===== src/include/queue_ctrl_macros.svh =====
`ifndef QUEUE_CTRL_MACROS_SVH
`define QUEUE_CTRL_MACROS_SVH

// queue index and host address layout
`define QUEUE_IDX_WIDTH 4
`define PCIE_ADDR_WIDTH 18
`define PAGE_IDX_LSB 12

// host register line
`define REG_LINE_WIDTH 512
`define REG_BYTEEN_WIDTH 64
`define REG_SLOT_WIDTH 32

// 64-byte lines from address zero that map to registers
`define REG_REGION_LINES 1024

// c2f slots after the eight table words
`define C2F_TAIL_SLOT 8
`define C2F_KMEM_LO_SLOT 10
`define C2F_KMEM_HI_SLOT 11

// queue tables
`define NB_TABLES 8
`define RB_AWIDTH 16
`define RAM_DEPTH 16

`endif

===== src/rtl/queue_ctrl_pkg.sv =====
`default_nettype none

package queue_ctrl_pkg;

    // table slots, in the order they sit in the host line
    typedef enum logic [2:0] {
        dsc_tails   = 3'd0,
        dsc_heads   = 3'd1,
        dsc_l_addrs = 3'd2,
        dsc_h_addrs = 3'd3,
        pkt_tails   = 3'd4,
        pkt_heads   = 3'd5,
        pkt_l_addrs = 3'd6,
        pkt_h_addrs = 3'd7
    } q_table_e;

    // what port b is asked to do in a cycle
    typedef enum logic [1:0] {
        port_b_idle,
        port_b_write,
        port_b_read
    } port_b_op_e;

endpackage

`default_nettype wire


===== src/rtl/queue_lookup.sv =====
`default_nettype none
`timescale 1ns/1ns

`include "queue_ctrl_macros.svh"

module queue_lookup (
    input  logic                                  pcie_clk,
    input  logic                                  pcie_reset_n,
    input  logic [`QUEUE_IDX_WIDTH-1:0]           rd_queue,
    input  logic                                  queue_rd_en,
    input  logic [`QUEUE_IDX_WIDTH-1:0]           wr_queue,
    input  logic                                  tail_wr_en,
    input  logic [`RB_AWIDTH-1:0]                 new_dsc_tail,
    input  logic [`RB_AWIDTH-1:0]                 new_pkt_tail,
    input  logic [1:0]                            b_head_wr_en,
    input  logic [`QUEUE_IDX_WIDTH-1:0]           b_addr,
    input  logic [2*`RB_AWIDTH-1:0]               b_head_wr_data,
    output logic [`QUEUE_IDX_WIDTH-1:0]           a_addr,
    output logic [`NB_TABLES-1:0]                 a_rd_en,
    output logic                                  a_tail_wr_en,
    output logic [2*`RB_AWIDTH-1:0]               a_tail_wr_data,
    input  logic [`NB_TABLES*`REG_SLOT_WIDTH-1:0] a_rd_data,
    output logic                                  queue_ready,
    output logic [`RB_AWIDTH-1:0]                 dsc_head,
    output logic [`RB_AWIDTH-1:0]                 dsc_tail,
    output logic [63:0]                           dsc_buf_addr,
    output logic [`RB_AWIDTH-1:0]                 pkt_head,
    output logic [`RB_AWIDTH-1:0]                 pkt_tail,
    output logic [63:0]                           pkt_buf_addr
);

logic                        tail_hit;
logic [1:0]                  head_hit;
logic [`NB_TABLES-1:0]       rd_en_r;
logic [`NB_TABLES-1:0]       rd_en_r2;
logic [2*`RB_AWIDTH-1:0]     tail_byp_r;
logic [2*`RB_AWIDTH-1:0]     tail_byp_r2;
logic [2*`RB_AWIDTH-1:0]     head_byp_r;
logic [2*`RB_AWIDTH-1:0]     head_byp_r2;
logic [`REG_SLOT_WIDTH-1:0]  a_word [`NB_TABLES];

// same-queue writes in the lookup cycle
assign tail_hit = tail_wr_en && (wr_queue == rd_queue);
assign head_hit = b_head_wr_en & {2{b_addr == rd_queue}};

assign a_tail_wr_data = {new_pkt_tail, new_dsc_tail};

//////////////////////////////
// port a control
//////////////////////////////

always_comb begin
    a_addr       = queue_rd_en ? rd_queue : wr_queue;
    a_tail_wr_en = tail_wr_en && !queue_rd_en;
    a_rd_en      = '0;
    if (queue_rd_en) begin
        a_rd_en = '1;
        // skip the ram read where a concurrent write supplies the value
        a_rd_en[queue_ctrl_pkg::dsc_tails] = !tail_hit;
        a_rd_en[queue_ctrl_pkg::pkt_tails] = !tail_hit;
        a_rd_en[queue_ctrl_pkg::dsc_heads] = !head_hit[0];
        a_rd_en[queue_ctrl_pkg::pkt_heads] = !head_hit[1];
    end
end

//////////////////////////////
// read pipeline
//////////////////////////////

always_ff @(posedge pcie_clk) begin
    if (!pcie_reset_n) begin
        rd_en_r  <= '0;
        rd_en_r2 <= '0;
    end else begin
        rd_en_r  <= a_rd_en;
        rd_en_r2 <= rd_en_r;
    end
end

// bypass values follow the ram latency
always_ff @(posedge pcie_clk) begin
    tail_byp_r  <= a_tail_wr_data;
    tail_byp_r2 <= tail_byp_r;
    head_byp_r  <= b_head_wr_data;
    head_byp_r2 <= head_byp_r;
end

always_comb begin
    for (int t = 0; t < `NB_TABLES; t++) begin
        a_word[t] = a_rd_data[t*`REG_SLOT_WIDTH +: `REG_SLOT_WIDTH];
    end
end

assign queue_ready = |rd_en_r2;

assign dsc_tail = rd_en_r2[queue_ctrl_pkg::dsc_tails]
    ? a_word[queue_ctrl_pkg::dsc_tails][`RB_AWIDTH-1:0] : tail_byp_r2[`RB_AWIDTH-1:0];
assign pkt_tail = rd_en_r2[queue_ctrl_pkg::pkt_tails]
    ? a_word[queue_ctrl_pkg::pkt_tails][`RB_AWIDTH-1:0]
    : tail_byp_r2[2*`RB_AWIDTH-1:`RB_AWIDTH];

// host head written in the lookup cycle
assign dsc_head = rd_en_r2[queue_ctrl_pkg::dsc_heads]
    ? a_word[queue_ctrl_pkg::dsc_heads][`RB_AWIDTH-1:0] : head_byp_r2[`RB_AWIDTH-1:0];
assign pkt_head = rd_en_r2[queue_ctrl_pkg::pkt_heads]
    ? a_word[queue_ctrl_pkg::pkt_heads][`RB_AWIDTH-1:0]
    : head_byp_r2[2*`RB_AWIDTH-1:`RB_AWIDTH];

assign dsc_buf_addr = {a_word[queue_ctrl_pkg::dsc_h_addrs], a_word[queue_ctrl_pkg::dsc_l_addrs]};
assign pkt_buf_addr = {a_word[queue_ctrl_pkg::pkt_h_addrs], a_word[queue_ctrl_pkg::pkt_l_addrs]};

endmodule

`default_nettype wire


===== config.mk =====
export PLATFORM = sky130hd
export DESIGN_NAME = queue_lookup
export DESIGN_NICKNAME = d
export VERILOG_FILES = /design/src/rtl/queue_ctrl_pkg.sv /design/src/rtl/queue_lookup.sv
export VERILOG_INCLUDE_DIRS = /design/src /design/src/include
export SDC_FILE = /design/constraint.sdc
export NUM_CORES = 1
export LEC_CHECK = 0
export ABC_AREA = 0
export BUFFER_PORTS_ARGS = -buffer_cell sky130_fd_sc_hd__buf_4
export CAP_MARGIN = 20
export CORE_AREA = 2 2 222 224
export DETAILED_ROUTE_END_ITERATION = 10
export DIE_AREA = 0 0 224 226
export PLACE_DENSITY = 0.33
export SLEW_MARGIN = 20
export SYNTH_ARGS = -nofsm -noshare
export SYNTH_HDL_FRONTEND = slang
export SYNTH_SLANG_ARGS = --single-unit

===== constraint.sdc =====
create_clock -name pcie_clk -period 2.2 [get_ports pcie_clk]
set_input_delay 0.33 -clock pcie_clk [delete_from_list [all_inputs] [get_ports pcie_clk]]
set_output_delay 0.33 -clock pcie_clk [all_outputs]
set_load 0.005 [all_outputs]

# Word level (Yosys, flattened, before mapping)
# Cells that the tools add are included.
word_totals:
  ff_bits: 144
  latch_bits: 0
  ramBits: 0
  rom_bits: 0
  inputBits: 338
  out_inout_bits: 238
  wordCells: 22
  n_memories: 0
op_classes:
  n_addsub: 0
  n_mul: 0
  div: 0
  n_lt_le_gt_ge: 0
  n_eq_ne: 2
  n_shift: 0
  mux: 6
  bitwise_logic: 1
  n_reduce_logical: 7
ops:
  columns: ["operator", "count"]
  rows:
  - ["$mux W16", 4]
  - ["$eq A4 B4 Y1", 2]
  - ["$mux W8", 1]
  - ["$reduce_or A8 Y1", 1]
  - ["$logic_not A1 Y1", 4]
  - ["$mux W4", 1]
  - ["$and A2 B2 Y2", 1]
  - ["$logic_and A1 B1 Y1", 2]

# Depth between registers and ports, before layout
logic_depth:
  ltp_word: 4
  ltp_mapped: 4
  depth_no_buf: 3

# Worst setup path before layout
# No wires, ideal clock.
synth_timing:
  kind: "input to output"
  start: "input queue_rd_en"
  end: "output a_rd_en[4]"
  t_arrival_ns: 1.000
  required_ns: 1.870
  path_slack_ns: 0.870
  path_stages: 4
  n_path_buf: 2
  cell_sequence: "clkbuf_1 -> inv_1 -> a31oi_1 -> buf_4"
synth_between:
  elab_chain_len: 1
synth_lines:
  columns: ["item", "line", "rtl"]
  rows:
  - ["from (decl)", "queue_lookup.sv:10", "input logic queue_rd_en,"]
  - ["$mux W8", "queue_lookup.sv:56", "if (queue_rd_en) begin"]
  - ["to (decl)", "queue_lookup.sv:19", "output logic [`NB_TABLES-1:0] a_rd_en,"]
# No other way between the ends.

==> results.md <==
- Die extent in x: 224 µm
- Seq/Total Area, Yosys: 0.550
- Hold slack: 0.0934 ns
- Fin nets: 910
- Initial antenna violation count: 2
- Synth Area in Adders: 0
- Routability congestion estimate: 0.610
- Total die area: 50600 µm²
- Post-DRT Antenna Nets: 0
- Total global routing track utilization: 0.0639
- Synthesis-stage register bit count: 136
- Synth Area in Compound Gates: 0.00658
- Filler cell count in the final layout: 5371
- Crit-path max FO: 10
- Worst-Skew Late Latency: 0.46 ns
- Worst-path clk slew: 0.07 ns
- Slew HR: 0.703
- Setup Crit Path Kind: reg2out
- Ys async rst share: 0
- Slowest stage delay, CP: 0.49 ns
- CTS sink count: 136
- Ports: 576
- Grt total ovfl: 0
- Leading post-synthesis cells by cell area: dfxtp_1 (55%), buf_4 (25%), mux2_2 (15%)
- Ys Warns: 0
- Routed via count: 3131
- Top-area cell type share of the netlist area: 0.550
- Critical-path cell list: buf_4 > mux2_2 > buf_4
- DP Worst Slack: 0.415 ns
- FMAX: 486 MHz
- Leak pwr: 3.26 nW
- Area delta synth->final: 54.2%
- Period utilisation layout: 0.935
- Crit. End Element: output port
- Buffers on Ports: 255
- Min Tclk post-route: 2.06 ns
- Setup TNS: 0 ns
- Post-layout util: 0.158
- Final WL: 16100 µm
- Crit-path slowest cell: dfxtp_2
- CTS tree: built
- Worst EP required: 1.87 ns
- Drt pass-1 iters: 3
- Max_cap viols: 0
- Vias per inst: 2.59
- Post-DR wirelength/cell: 13.3 µm
- Inserted Clock Buffers: 17
- Clk_skew: 0.0138 ns
- Worst vdd ir: 0.438 mV
- Avg Inst Size Synth: 12.3 µm²
- Multiplexer share of the synthesized area: 0.155
- List of most frequent post-synthesis cells: buf_4 (167), dfxtp_1 (136), mux2_2 (66), xor2_1 (7), buf_2 (6)
- Starting DRC count in detailed routing: 53
- Share of cells above drive strength 1: 0.614
- Post-Syn Instances: 403
- Clk buf depth: 2
- Simple-gate share of the synthesized area: 0.0121
- Main combinational cell family by area after synthesis: buffers and inverters
- Largest net degree at the start of global routing: 22
- Root Driver: clkbuf_16
- Starting density of the core: 0.102
- Die Y: 226 µm
- Status: finished, final reports clean
- RSZ-0062 raised after global routing: no
- EDFF count, synth: 0
- HPWL after detailed placement: 12300 µm
- Max-slew violation count: 0
- Syn Nets: 741
- PwrDens: 804 nW/µm²
- Most common cell in the netlist: buf_4
- CORE AREA: 48300 µm²
- First-pass GRT wire length: 21400 µm
- Cell mode on critical path: buf_4
- Worst Tran Pin Value: 0.445 ns
- Synth Flop Type: dfxtp_1
- Final worst setup slack: 0.142 ns
- Area leader, netlist: dfxtp_1
- Final setup viols: 0
- H-tree Lvls: 4
- Row count: 81
- Synth Area in XOR/XNOR: 0.0142
- Synth cell types: 17
- Number of global-route vias before repair: 3207
- CP arrival: 1.73 ns
- Startpoint class of the critical path: flip-flop
- Fin. Hold Viols: 0
- Min-Delay Path Class: in2reg
- DRC: 0
- Total power: 6.13 mW
- Syn Std Cell Area: 4950 µm²
==> metal layers <==
metal,GRT usage,up-vias,routed length (µm)
met5,0.0156,-,117
met4,0.0419,4,637
met3,0.0584,53,2560
met2,0.0781,252,6350
met1,0.0679,1347,6430
li1,-,1475,-
==> critical path: cells and delay by family, from the launching register on <==
family                 cells  cell delay, ns
multiplexers               1            0.37
buffers and inverters      2            0.41
flip-flops                 1            0.49
==> registers in the layout, indices dropped and copies added (netlist names) <==
register	flops
rd_en_r2	4
tail_byp_r2	32
tail_byp_r	32
head_byp_r2	32
rd_en_r	4
head_byp_r	32
==> cell usage in the layout (no fill, tap or decap), types with 4 or more instances in the layout <==
cell type      netlist  layout
a21oi_1              4       4
and2_1               4       4
buf_4              167     256
clkbuf_16            0      17
clkinvlp_4           0       6
dfxtp_1            136     133
dlygate4sd3_1        0      66
inv_6                0       4
mux2_2              66      66
xor2_1               7       7
==> power breakdown <==
part | leakage, nW | internal, mW | switching, mW
clock | 0.259 | 1.59 | 1.21
combinational | 1.85 | 0.489 | 0.212
sequential | 1.15 | 2.60 | 0.0413
==> final timing paths <==
check / slack, ns / cells after the start / to / from
worst max-delay path: 0.14 / 3 / dsc_tail[0] / rd_en_r2[4]$_SDFF_PN0_
worst min-delay path: 0.09 / 2 / rd_en_r[4]$_SDFF_PN0_ / tail_wr_en
worst max register to register: 1.56 / 1 / rd_en_r2[5]$_SDFF_PN0_ / rd_en_r[5]$_SDFF_PN0_
worst min register to register: 0.32 / 0 / tail_byp_r2[7]$_DFF_P_ / tail_byp_r[7]$_DFF_P_
==> cell type report <==
type	count	area, µm²	share of cell area
clock inverter	13	120	0.0157
multi-input combinational	91	928	0.122
inverter	2	7.51	0.000984
timing repair buffer	324	2620	0.344
clock buffer	19	443	0.0581
antenna	1	2.50	0.000328
tap	622	778	0.102
sequential	136	2730	0.357
==> cells by family (layout without fill, tap and decap cells) <==
| family | after synthesis | count (layout) |
|---|---|---|
| AOI/OAI and AO/OA | 6 | 6 |
| xor gates and xnor gates | 8 | 8 |
| buffers and inverters | 176 | 358 |
| DFF | 136 | 136 |
| muxes | 68 | 68 |
| other | 0 | 1 |
| and+or+nand+nor | 9 | 9 |
==> what timing repair did <==
action | in CTS | in global routing
resized for setup | 2 | 0
setup endpoints to repair | 28 | 0
hold buffers | 66 | 0
setup buffers | 0 | 0
endpoints found under the hold margin | 66 | 0
==> metrics by stage <==
step / std cells / area (µm²)
global placement: 1109 / 6400
floorplan: 403 / 4950
CTS: 1207 / 7630
finish: 1208 / 7630
detailed placement: 1109 / 6400
global route: 1207 / 7630
No activity file was read; power rests on OpenSTA's default activity.
