===== src/include/queue_ctrl_macros.svh =====
`ifndef QUEUE_CTRL_MACROS_SVH
`define QUEUE_CTRL_MACROS_SVH

// queue index and host address layout
`define QUEUE_IDX_WIDTH 4
`define PCIE_ADDR_WIDTH 18
`define PAGE_IDX_LSB 12

// host register line
`define REG_LINE_WIDTH 512
`define REG_BYTEEN_WIDTH 64
`define REG_SLOT_WIDTH 32

// 64-byte lines from address zero that map to registers
`define REG_REGION_LINES 1024

// c2f slots after the eight table words
`define C2F_TAIL_SLOT 8
`define C2F_KMEM_LO_SLOT 10
`define C2F_KMEM_HI_SLOT 11

// queue tables
`define NB_TABLES 8
`define RB_AWIDTH 16
`define RAM_DEPTH 16

`endif

===== src/rtl/queue_ctrl_pkg.sv =====
`default_nettype none

package queue_ctrl_pkg;

    // table slots, in the order they sit in the host line
    typedef enum logic [2:0] {
        dsc_tails   = 3'd0,
        dsc_heads   = 3'd1,
        dsc_l_addrs = 3'd2,
        dsc_h_addrs = 3'd3,
        pkt_tails   = 3'd4,
        pkt_heads   = 3'd5,
        pkt_l_addrs = 3'd6,
        pkt_h_addrs = 3'd7
    } q_table_e;

    // what port b is asked to do in a cycle
    typedef enum logic [1:0] {
        port_b_idle,
        port_b_write,
        port_b_read
    } port_b_op_e;

endpackage

`default_nettype wire


===== src/rtl/pcie_reg_port.sv =====
`default_nettype none
`timescale 1ns/1ns

`include "queue_ctrl_macros.svh"

module pcie_reg_port (
    input  logic                                  pcie_clk,
    input  logic                                  pcie_reset_n,
    input  logic [`PCIE_ADDR_WIDTH-1:0]           pcie_address_0,
    input  logic                                  pcie_write_0,
    input  logic                                  pcie_read_0,
    input  logic [`REG_LINE_WIDTH-1:0]            pcie_writedata_0,
    input  logic [`REG_BYTEEN_WIDTH-1:0]          pcie_byteenable_0,
    output logic [`NB_TABLES-1:0]                 b_wr_en,
    output logic                                  b_rd_en,
    output logic [`QUEUE_IDX_WIDTH-1:0]           b_addr,
    output logic [`NB_TABLES*`REG_SLOT_WIDTH-1:0] b_wr_data,
    input  logic [`NB_TABLES*`REG_SLOT_WIDTH-1:0] b_rd_data,
    output logic [`REG_LINE_WIDTH-1:0]            pcie_readdata_0,
    output logic                                  pcie_readdatavalid_0
);

localparam int SLOT_W     = `REG_SLOT_WIDTH;
localparam int NB_SLOTS   = `REG_LINE_WIDTH / SLOT_W;
localparam int SLOT_BYTES = `REG_BYTEEN_WIDTH / NB_SLOTS;
localparam int LINE_LSB   = $clog2(`REG_BYTEEN_WIDTH);
localparam int TBL_WIDTH  = `NB_TABLES * SLOT_W;
// tables, c2f tail, empty slot, two kmem words
localparam int PAD_WIDTH  = `REG_LINE_WIDTH - TBL_WIDTH - 4 * SLOT_W;

logic [`QUEUE_IDX_WIDTH-1:0] page_idx;
logic                        reg_region;
logic                        reg_read;
logic [NB_SLOTS-1:0]         slot_en;
logic [`NB_TABLES-1:0]       tbl_wr_sel;
queue_ctrl_pkg::port_b_op_e  port_b_op;

logic                        rd_pending;
logic [`QUEUE_IDX_WIDTH-1:0] rd_pending_addr;
logic                        rd_r;
logic                        rd_r2;

logic [SLOT_W-1:0]           c2f_tail;
logic [2*SLOT_W-1:0]         c2f_kmem_addr;

//////////////////////////////
// host decode
//////////////////////////////

assign page_idx   = pcie_address_0[`PAGE_IDX_LSB +: `QUEUE_IDX_WIDTH];
assign reg_region = pcie_address_0[`PCIE_ADDR_WIDTH-1:LINE_LSB] < `REG_REGION_LINES;
assign reg_read   = pcie_read_0 && reg_region;

// a slot counts only with all of its bytes enabled
for (genvar s = 0; s < NB_SLOTS; s++) begin : g_slot_en
    assign slot_en[s] = &pcie_byteenable_0[s*SLOT_BYTES +: SLOT_BYTES];
end

for (genvar t = 0; t < `NB_TABLES; t++) begin : g_tbl_sel
    localparam queue_ctrl_pkg::q_table_e TBL = queue_ctrl_pkg::q_table_e'(t);
    // tails are owned by the FPGA side
    assign tbl_wr_sel[t] = slot_en[t]
        && TBL != queue_ctrl_pkg::dsc_tails
        && TBL != queue_ctrl_pkg::pkt_tails;
end

//////////////////////////////
// port b arbitration
//////////////////////////////

// writes first, a pending read waits for a free cycle
always_comb begin
    if (pcie_write_0) begin
        port_b_op = queue_ctrl_pkg::port_b_write;
    end else if (rd_pending) begin
        port_b_op = queue_ctrl_pkg::port_b_read;
    end else begin
        port_b_op = queue_ctrl_pkg::port_b_idle;
    end
end

always_ff @(posedge pcie_clk) begin
    if (!pcie_reset_n) begin
        b_wr_en              <= '0;
        b_rd_en              <= 1'b0;
        rd_pending           <= 1'b0;
        rd_r                 <= 1'b0;
        rd_r2                <= 1'b0;
        pcie_readdatavalid_0 <= 1'b0;
        c2f_tail             <= '0;
        c2f_kmem_addr        <= '0;
    end else begin
        b_wr_en <= (port_b_op == queue_ctrl_pkg::port_b_write) ? tbl_wr_sel : '0;
        b_rd_en <= port_b_op == queue_ctrl_pkg::port_b_read;

        // only one read outstanding, a newer one replaces it
        if (reg_read) begin
            rd_pending <= 1'b1;
        end else if (port_b_op == queue_ctrl_pkg::port_b_read) begin
            rd_pending <= 1'b0;
        end

        // cpu to fpga registers
        if (port_b_op == queue_ctrl_pkg::port_b_write) begin
            if (slot_en[`C2F_TAIL_SLOT]) begin
                c2f_tail <= pcie_writedata_0[`C2F_TAIL_SLOT*SLOT_W +: SLOT_W];
            end
            if (slot_en[`C2F_KMEM_LO_SLOT]) begin
                c2f_kmem_addr[SLOT_W-1:0] <=
                    pcie_writedata_0[`C2F_KMEM_LO_SLOT*SLOT_W +: SLOT_W];
            end
            if (slot_en[`C2F_KMEM_HI_SLOT]) begin
                c2f_kmem_addr[2*SLOT_W-1:SLOT_W] <=
                    pcie_writedata_0[`C2F_KMEM_HI_SLOT*SLOT_W +: SLOT_W];
            end
        end

        // ram read takes two edges, then the line register
        rd_r                 <= b_rd_en;
        rd_r2                <= rd_r;
        pcie_readdatavalid_0 <= rd_r2;
    end
end

//////////////////////////////
// address and data path
//////////////////////////////

always_ff @(posedge pcie_clk) begin
    if (reg_read) begin
        rd_pending_addr <= page_idx;
    end

    if (port_b_op == queue_ctrl_pkg::port_b_write) begin
        b_addr    <= page_idx;
        b_wr_data <= pcie_writedata_0[TBL_WIDTH-1:0];
    end else if (port_b_op == queue_ctrl_pkg::port_b_read) begin
        b_addr <= rd_pending_addr;
    end

    // slot 9 has no register behind it
    pcie_readdata_0 <= {
        {PAD_WIDTH{1'b0}},
        c2f_kmem_addr,
        {SLOT_W{1'b0}},
        c2f_tail,
        b_rd_data
    };
end

endmodule

`default_nettype wire


===== config.mk =====
export PLATFORM = sky130hd
export DESIGN_NAME = pcie_reg_port
export DESIGN_NICKNAME = d
export VERILOG_FILES = /design/src/rtl/queue_ctrl_pkg.sv /design/src/rtl/pcie_reg_port.sv
export VERILOG_INCLUDE_DIRS = /design/src /design/src/include
export SDC_FILE = /design/constraint.sdc
export NUM_CORES = 1
export LEC_CHECK = 0
export ABC_CLOCK_PERIOD_IN_PS = 14860
export BUFFER_PORTS_ARGS = -buffer_cell sky130_fd_sc_hd__buf_2
export CORE_AREA = 2 2 644 646
export CTS_CLUSTER_SIZE = 10
export DETAILED_ROUTE_END_ITERATION = 7
export DIE_AREA = 0 0 646 648
export PLACE_DENSITY = 0.3
export SETUP_SLACK_MARGIN = 0.02
export SYNTH_ARGS = -nofsm -noshare
export SYNTH_HDL_FRONTEND = slang
export SYNTH_SLANG_ARGS = --single-unit

===== constraint.sdc =====
create_clock -name pcie_clk -period 14.86 [get_ports pcie_clk]
set_input_delay 2.972 -clock pcie_clk [delete_from_list [all_inputs] [get_ports pcie_clk]]
set_output_delay 2.972 -clock pcie_clk [all_outputs]
set_load 0.01 [all_outputs]

Word-level counts from Yosys, hierarchy flattened
Cells that the tools add are included.
Cells by class
  multipliers: 0
  reductions and logical operators: 13
  shift operators: 0
  bitwise operators: 0
  equality and inequality tests: 2
  add/subtract/negate cells: 0
  divide/modulo/power cells: 0
  multiplexer cells: 6
  magnitude comparators: 1
Operator list (number)
  $reduce_and 4->1: 6
  $reduce_and 5->1: 3
  $lt 12x11->1 const B: 1
  $mux 4: 2
  $mux 2: 2
  $reduce_bool 2->1: 2
  $eq 2x1->1 const B: 1
  $eq 2x2->1 const B: 1
  $mux 1: 2
  $reduce_and 2->1: 1
  $logic_and 1x1->1: 1
Word-level totals
  bits in writable memories: 0
  latch bits: 0
  output and inout bits: 782
  register bits after elaboration: 725
  memories kept: 0
  bits in read-only memories: 0
  input port bits: 854

Longest topological paths before layout
Gate-level depths: netlist of the first run.
  depth in word-level cells: 5
  depth in mapped cells: 5
  mapped depth without buffers: 3

Worst setup path after synthesis of the first run
Ideal clock, no wire load.
  path type: input -> register
  from: in pcie_write_0
  to: reg b_wr_data[0] (enable)
  stages on the path: 2
  setup time: 713 ps
  buffers on the path: 2
  required time: 14147 ps
  arrival time: 10035 ps
  setup slack: 4112 ps
  cell sequence: buf_6 -> clkbuf_1
Between the ends
  word-level cells in the longest chain between the ends: 2
Ends and longest elaborated chain
  from (decl): line pcie_reg_port.sv:10  | input logic pcie_write_0,
  $mux 2: line pcie_reg_port.sv:73  | if (pcie_write_0) begin
  $eq 2x1->1: line pcie_reg_port.sv:134  | if (port_b_op == queue_ctrl_pkg::port_b_write) begin
  to (signal assigned): line pcie_reg_port.sv:136  | b_wr_data <= pcie_writedata_0[TBL_WIDTH-1:0];
  to (decl): line pcie_reg_port.sv:17  | output logic [`NB_TABLES*`REG_SLOT_WIDTH-1:0] b_wr_data,
No other way between the ends.
A chain may end at the register's enable or synchronous reset.

Final worst setup path of the first run
  from: reg pcie_readdata_0[275]
  to: out pcie_readdata_0[275]
RTL lines
  from (decl): line pcie_reg_port.sv:19  | output logic [`REG_LINE_WIDTH-1:0] pcie_readdata_0,
  from (signal assigned): line pcie_reg_port.sv:142  | pcie_readdata_0 <= {
No word-level cell between the ends.

==> results.md, run 1 <==
- Status: finished, final reports clean
- Row count: 236
- Fmax: 223.1 MHz
- Non-Filler Instances: 8173
- Top-count cell post-synth: dfxtp_1
- Crit Path Max Fanout: 1
- Starting Density: 0.04980
- Crit path DAT: 1.51 ns
- Critical path's slowest cell: buf_2
- Critical Path Max Stage Delay: 0.32 ns
- # Post-CTS Setup Buffers: 0
- Placer Congestion: 0.7980
- Leakage: 0.01434 uW
- CTS sink cnt: 723
- Wire length per cell: 21.82 um
- Cts repair resizes: 0
- Global-route wire length before repair: 207700 um
- Avg Inst Size Synth: 16.52 um2
- Final core occ: 0.08831
- Critical register-to-register path startpoint: rd_pending$_SDFFE_PN0P_
- Cell variety after synth: 22
- RSZ-0062 raised after global routing: no
- Via count of the first global-routing pass: 15590
- Post-Syn Area: 0.02051 mm2
- Max Slew Vio Count: 0
- Final setup TNS: 0 ns
- VDD IR-drop max: 0.08456 mV
- Synth area leaders: dfxtp_1, edfxtp_1, buf_4
- Clk pin slew, worst setup/hold paths: 0.06 ns
- Post-synthesis instance total: 1242
- Final Hold Violating Endpoints: 0
- H-tree Lvls: 3
- P per Cell Area: 139.8 mW/mm2
- Largest delay share family, worst path: buffers and inverters
- Post-synth top area share: 0.4480
- Startpoint types: flip-flop
- Initial antenna violation count: 250
- Total core area: 0.4119 mm2
- Die H: 648 um
- Post-synth EDFFs: 264
- Crit Path Class: flip-flop to output pin
- Worst min-delay path startpoint: c2f_tail[8]$_SDFFE_PN0P_
- Final net count: 3448
- Setup crit start: pcie_readdata_0[275]$_DFF_P_
- DP HPWL: 156300 um
- Placed Instances: 7961
- Slew HR: 0.3761
- CTS tree: built
- Synth Warn #: 0
- Share of cells above drive strength 1: 0.5417
- Asr flop ratio synth: 0
- CTS Buf Count: 105
- Min Tclk post-route: 4.483 ns
- IO Count: 1636
- Total gr overflow: 0
- Ordered list of cells on the worst path: buf_2
- Die area: 0.4186 mm2
- Via/cell ratio: 1.910
- Clk_skew: 0.03877 ns
- Final worst path period share: 0.3017
- 1st-iter DRT viols: 643
- Post-synthesis sequential area ratio: 0.8345
- Area Growth Syn to Fin: 77.33%
- Cts-stage hold buffer count: 0
- Antenna Nets Post-Route: 0
- Slew @ Worst Pin: 0.9358 ns
- Largest net degree at the start of global routing: 122
- Top_reg_cell synth: dfxtp_1
- Final wirelength: 178300 um
- Critical path buffers and inverters: 1
- Worst-Skew Late Latency: 0.85 ns
- Worst Path Required: 11.89 ns
- Longest Clk Path Bufs: 4
- GRT Resource Usage Total: 0.08092
- Final setup fails: 0
- I/O Buffers: 1273
- Remaining DRCs: 0
- Post-synth top cells: dfxtp_1, edfxtp_1, nand2_1, buf_4, mux2i_1
- Critical Path End Type: output pin
- Most area-hungry cell type in the Yosys netlist: dfxtp_1
- Max Cap Viol: 0
- Chip width: 646 um
- Seq cells post-synth: 723
- Hold Path Class: flip-flop to flip-flop
- DRT Pass-1 Iters: 5
- Vias: 15610
- CTS root buf: clkbuf_16
power by group:
group	leakage, uW	internal [uW]	switching, uW	total [uW]
Sequential	0.00638	2160	31.3	2190
Combinational	0.00631	132	254	386
Clock	0.00165	1470	1040	2510
Total	0.0143	3760	1320	5090
cells by family (layout without fill, tap and decap cells):
| kind of cell | after synthesis | after routing | synth area share |
|---|---|---|---|
| other | 1 | 199 | 0.0001828 |
| buffers and inverters | 195 | 1454 | 0.07143 |
| AND/OR/NAND/NOR | 222 | 222 | 0.04453 |
| flip-flops | 723 | 723 | 0.8345 |
| AO/OA/AOI/OAI | 1 | 1 | 0.0003661 |
| multiplexers | 100 | 100 | 0.04904 |
cell usage in the layout (no fill, tap or decap), drive strengths merged, types with 3 or more instances in the layout:
| master | netlist | layout |
|---|---|---|
| edfxtp | 264 | 264 |
| nand2 | 197 | 197 |
| nand4 | 6 | 6 |
| mux2 | 4 | 4 |
| inv | 0 | 8 |
| mux2i | 96 | 96 |
| conb | 1 | 162 |
| nor2 | 10 | 10 |
| bufinv | 0 | 4 |
| diode | 0 | 37 |
| dfxtp | 459 | 459 |
| buf | 187 | 1279 |
| clkbuf | 8 | 140 |
| nand3 | 3 | 3 |
| clkinv | 0 | 22 |
| and2 | 4 | 4 |
cell type report:
class,instances,area (um2)
antenna,37,92.59
multi-input combinational,485,2535
tap,5474,6849
sequential,723,17120
clock inverter,35,361.6
fill,47820,375500
clock buffer,140,2975
timing repair buffer,1279,6445
path summary, 6_finish.rpt:
kind	to	depth (start not counted)	slack, ns
worst min register to register	pcie_readdata_0[264]$_DFF_P_	0	0.35
worst min-delay path	pcie_readdata_0[264]$_DFF_P_	0	0.35
worst max register to register	b_addr[3]$_DFFE_PP_	1	13.94
worst max-delay path	pcie_readdata_0[275]	1	10.38
stage by stage:
| step | instance area [um2] | setup slack [ns] | hold slack [ns] | total power [uW] |
|---|---|---|---|---|
| floorplan | 21120 | 4.112 | 0.3311 | 2375 |
| global placement | 32950 | 9.817 | 0.3356 | 2647 |
| detailed placement | 32950 | 9.782 | 0.3377 | 2646 |
| CTS | 36280 | 10.12 | 0.3487 | 5270 |
| global route | 36300 | 10.21 | 0.3550 | 5333 |
| finish | 36370 | 10.38 | 0.3502 | 5085 |
routing by layer:
layer	vias to the layer above	wire, um	global-route usage
met4	86	6069	0.02120
met3	507	25020	0.05423
li1	6623	-	-
met1	7274	54670	0.07086
met5	-	589	0
met2	1119	91970	0.1496
sequential cells by signal, summed over array words and instances, names as in the netlist:
name	cells
b_rd_en	1
rd_r	1
rd_pending	1
pcie_readdatavalid_0	1
c2f_kmem_addr	64
b_addr	4
rd_r2	1
c2f_tail	32
b_wr_data	256
pcie_readdata_0	352
b_wr_en	6
rd_pending_addr	4
Power figures use the tool's default switching activity.
==> run 2, diff against run 1 <==
ABC_CLOCK_PERIOD_IN_PS = 3920   (was 14860)
CORE_AREA = 2 2 646 648   (was 2 2 644 646)
DIE_AREA = 0 0 648 650   (was 0 0 646 648)
clock period = 3.92 ns   (was 14.86 ns; I/O delays follow)
==> run 2 against run 1 <==
Utilization increased by 0.97 points. Non-clock buffer count increased by 409. Routed wire length decreased by 7.1%. Final cell count increased by 5.5%. Flip-flop and latch count unchanged. Clock power increased to 3.9 times the previous value. Worst hold slack got worse by 0.25 ns. Sequential power increased to 3.8 times the previous value. Global-route usage decreased by 0.60 points. Highest routed layer unchanged.
==> results.md, run 2 (same netlist as run 1, synthesis figures left out) <==
- 1st-iter DRT viols: 750 (+17%)
- Final wirelength: 165600 um (-7.1%)
- Max Slew Vio Count: 0 (unchanged)
- Final setup fails: 0 (unchanged)
- Sw frac: 0.2600 (-0.0004577)
- Share of cells above drive strength 1: 0.4740 (-0.06772)
- Global-route wire length before repair: 198300 um (-4.5%)
- DRT Pass-1 Iters: 4 (-1)
- Status: finished, final reports clean
- Remaining DRCs: 0 (unchanged)
- CTS tree: built
- Reg power frac: 0.419 (-0.012)
- Critical Path Max Stage Delay: 0.44 ns (+0.12 ns)
- Row count: 237 (+0.42%)
- Starting Density: 0.04944 (-0.0003519)
- Final worst path period share: 0.5934
- Pint: 14720 uW (+290%)
- Die H: 650 um (+0.31%)
- Final net count: 3858 (+12%)
- Total power: 19890 uW (+290%)
- Final Hold Violating Endpoints: 0 (unchanged)
- Psw: 5170 uW (+290%)
- Via count of the first global-routing pass: 17320 (+11%)
- VDD IR-drop max: 0.3324 mV (+290%)
- Via/cell ratio: 1.953 (+2.3%)
- Top reg by flops: pcie_readdata_0
- Max Cap Viol: 0 (unchanged)
- Worst Path Required: 3.14 ns (-8.75 ns)
- Crit path DAT: 1.54 ns (+0.03 ns)
- Final core occ: 0.09800 (+0.009691)
- I/O Buffers: 1273 (unchanged)
- Clk_skew: 0.03923 ns (+0.0004529 ns)
- Vias: 16840 (+7.9%)
- Clock share of power: 0.488 (-0.005)
- Comb pwr share: 0.093 (+0.017)
- Longest Clk Path Bufs: 4 (unchanged)
- Max FFs per register: 352 (unchanged)
- Hold path depth: 1 (+1)
- Largest delay share family, worst path: flip-flops
- Die area: 0.4212 mm2 (+0.62%)
- Crit Path Max Fanout: 2 (+1)
- Slew @ Worst Pin: 0.8488 ns (-0.08700 ns)
- H-tree Lvls: 3 (unchanged)
- Crit Path Class: flip-flop to output pin
- DP HPWL: 142100 um (-9.1%)
- R2R cell count: 1 (unchanged)
- GRT Resource Usage Total: 0.07496 (-0.005958)
- IO Count: 1636 (unchanged)
- Critical path's slowest cell: dfxtp_1
- Critical Path End Type: output pin
- Startpoint types: flip-flop
- Initial antenna violation count: 209 (-16%)
- Top Registers: pcie_readdata_0 (352), b_wr_data (256), c2f_kmem_addr (64)
- Total core area: 0.4149 mm2 (+0.71%)
- Wire length per cell: 19.21 um (-12%)
- Final setup TNS: 0 ns (unchanged)
- Leakage: 0.01608 uW (+12%)
- Antenna Nets Post-Route: 0 (unchanged)
- Critical path buffers and inverters: 1 (unchanged)
- Most frequent cells in the layout: buf_2, dfxtp_1, dlygate4sd3_1, edfxtp_1, nand2_1
- Chip width: 648 um (+0.31%)
- Most common cell after layout, fill and taps aside: buf_2
- P per Cell Area: 489.2 mW/mm2 (+250%)
- CTS sink cnt: 723 (unchanged)
- Min Tclk post-route: 2.326 ns
- Slew HR: 0.4329 (+0.05678)
- Non-Filler Instances: 8619 (+5.5%)
- Fillers: 47650 (-0.35%)
- Largest net degree at the start of global routing: 115 (-5.7%)
- Worst path depth: 1 (unchanged)
- CTS Buf Count: 106 (+0.95%)
- Fmax: 429.9 MHz
- Area Growth Syn to Fin: 98.19%
- Hold Path Class: input port to flip-flop
- RSZ-0062 raised after global routing: no
- Worst-Skew Late Latency: 0.86 ns (about the same)
- Ordered list of cells on the worst path: buf_2
- CTS root buf: clkbuf_16
- Total gr overflow: 0 (unchanged)
- Clk pin slew, worst setup/hold paths: 0.06 ns (about the same)
- Placer Congestion: 0.8351 (+4.6%)
- Final hold slack: 0.09697 ns (-0.2532 ns)
- Placed Instances: 7994 (+0.41%)
-- run 2: path summary, 6_finish.rpt --
path / slack [ns] / start / end
setup / recovery: 1.59 / pcie_readdata_0[279]$_DFF_P_ / pcie_readdata_0[279]
hold / removal: 0.1 / b_rd_data[172] / pcie_readdata_0[172]$_DFF_P_
hold reg to reg: 0.32 / c2f_tail[24]$_SDFFE_PN0P_ / pcie_readdata_0[280]$_DFF_P_
setup reg to reg: 3.04 / rd_pending$_SDFFE_PN0P_ / b_addr[1]$_DFFE_PP_
-- run 2: power groups by stage --
stage / Combinational [uW] / Clock (uW) / Sequential, uW
6_report: 1860 / 9700 / 8330
3_5_place_dp: 1560 / 0 / 8490
5_1_grt: 2020 / 10500 / 8360
2_1_floorplan: 314 / 0 / 8660
3_3_place_gp: 1570 / 0 / 8490
4_1_cts: 1970 / 10200 / 8340
-- run 2: area by class of cell --
| class | count | area [um2] | share of cell area |
|---|---|---|---|
| well taps | 5497 | 6878 | 0.1692 |
| flip-flops and latches | 723 | 17120 | 0.4210 |
| clock buffers | 142 | 2970 | 0.07306 |
| repair buffers | 1688 | 10590 | 0.2605 |
| clock inverters | 36 | 442.9 | 0.01089 |
| multi-input cells | 485 | 2535 | 0.06235 |
| diodes | 48 | 120.1 | 0.002955 |
-- run 2: per-layer routing --
| metal | track usage | wire length, um | vias to the layer above |
|---|---|---|---|
| met1 | 0.07246 | 56380 | 7866 |
| li1 | - | - | 7452 |
| met4 | 0.02486 | 6444 | 76 |
| met2 | 0.1359 | 83640 | 1047 |
| met3 | 0.03881 | 18640 | 394 |
| met5 | 0 | 471 | - |
-- run 2: repair_timing --
action / CTS / global route
resized for setup: 0 / 0
buffers inserted: 0 / 0
endpoints found under the hold margin: 399 / 0
hold buffers: 399 / 0
-- run 2: per-stage QoR --
stage	instance area, um2	worst slack (ns)
2_1_floorplan	21120	0.7079
3_3_place_gp	33130	1.227
3_5_place_dp	33130	1.239
4_1_cts	40530	1.385
5_1_grt	40600	1.449
6_report	40650	1.594
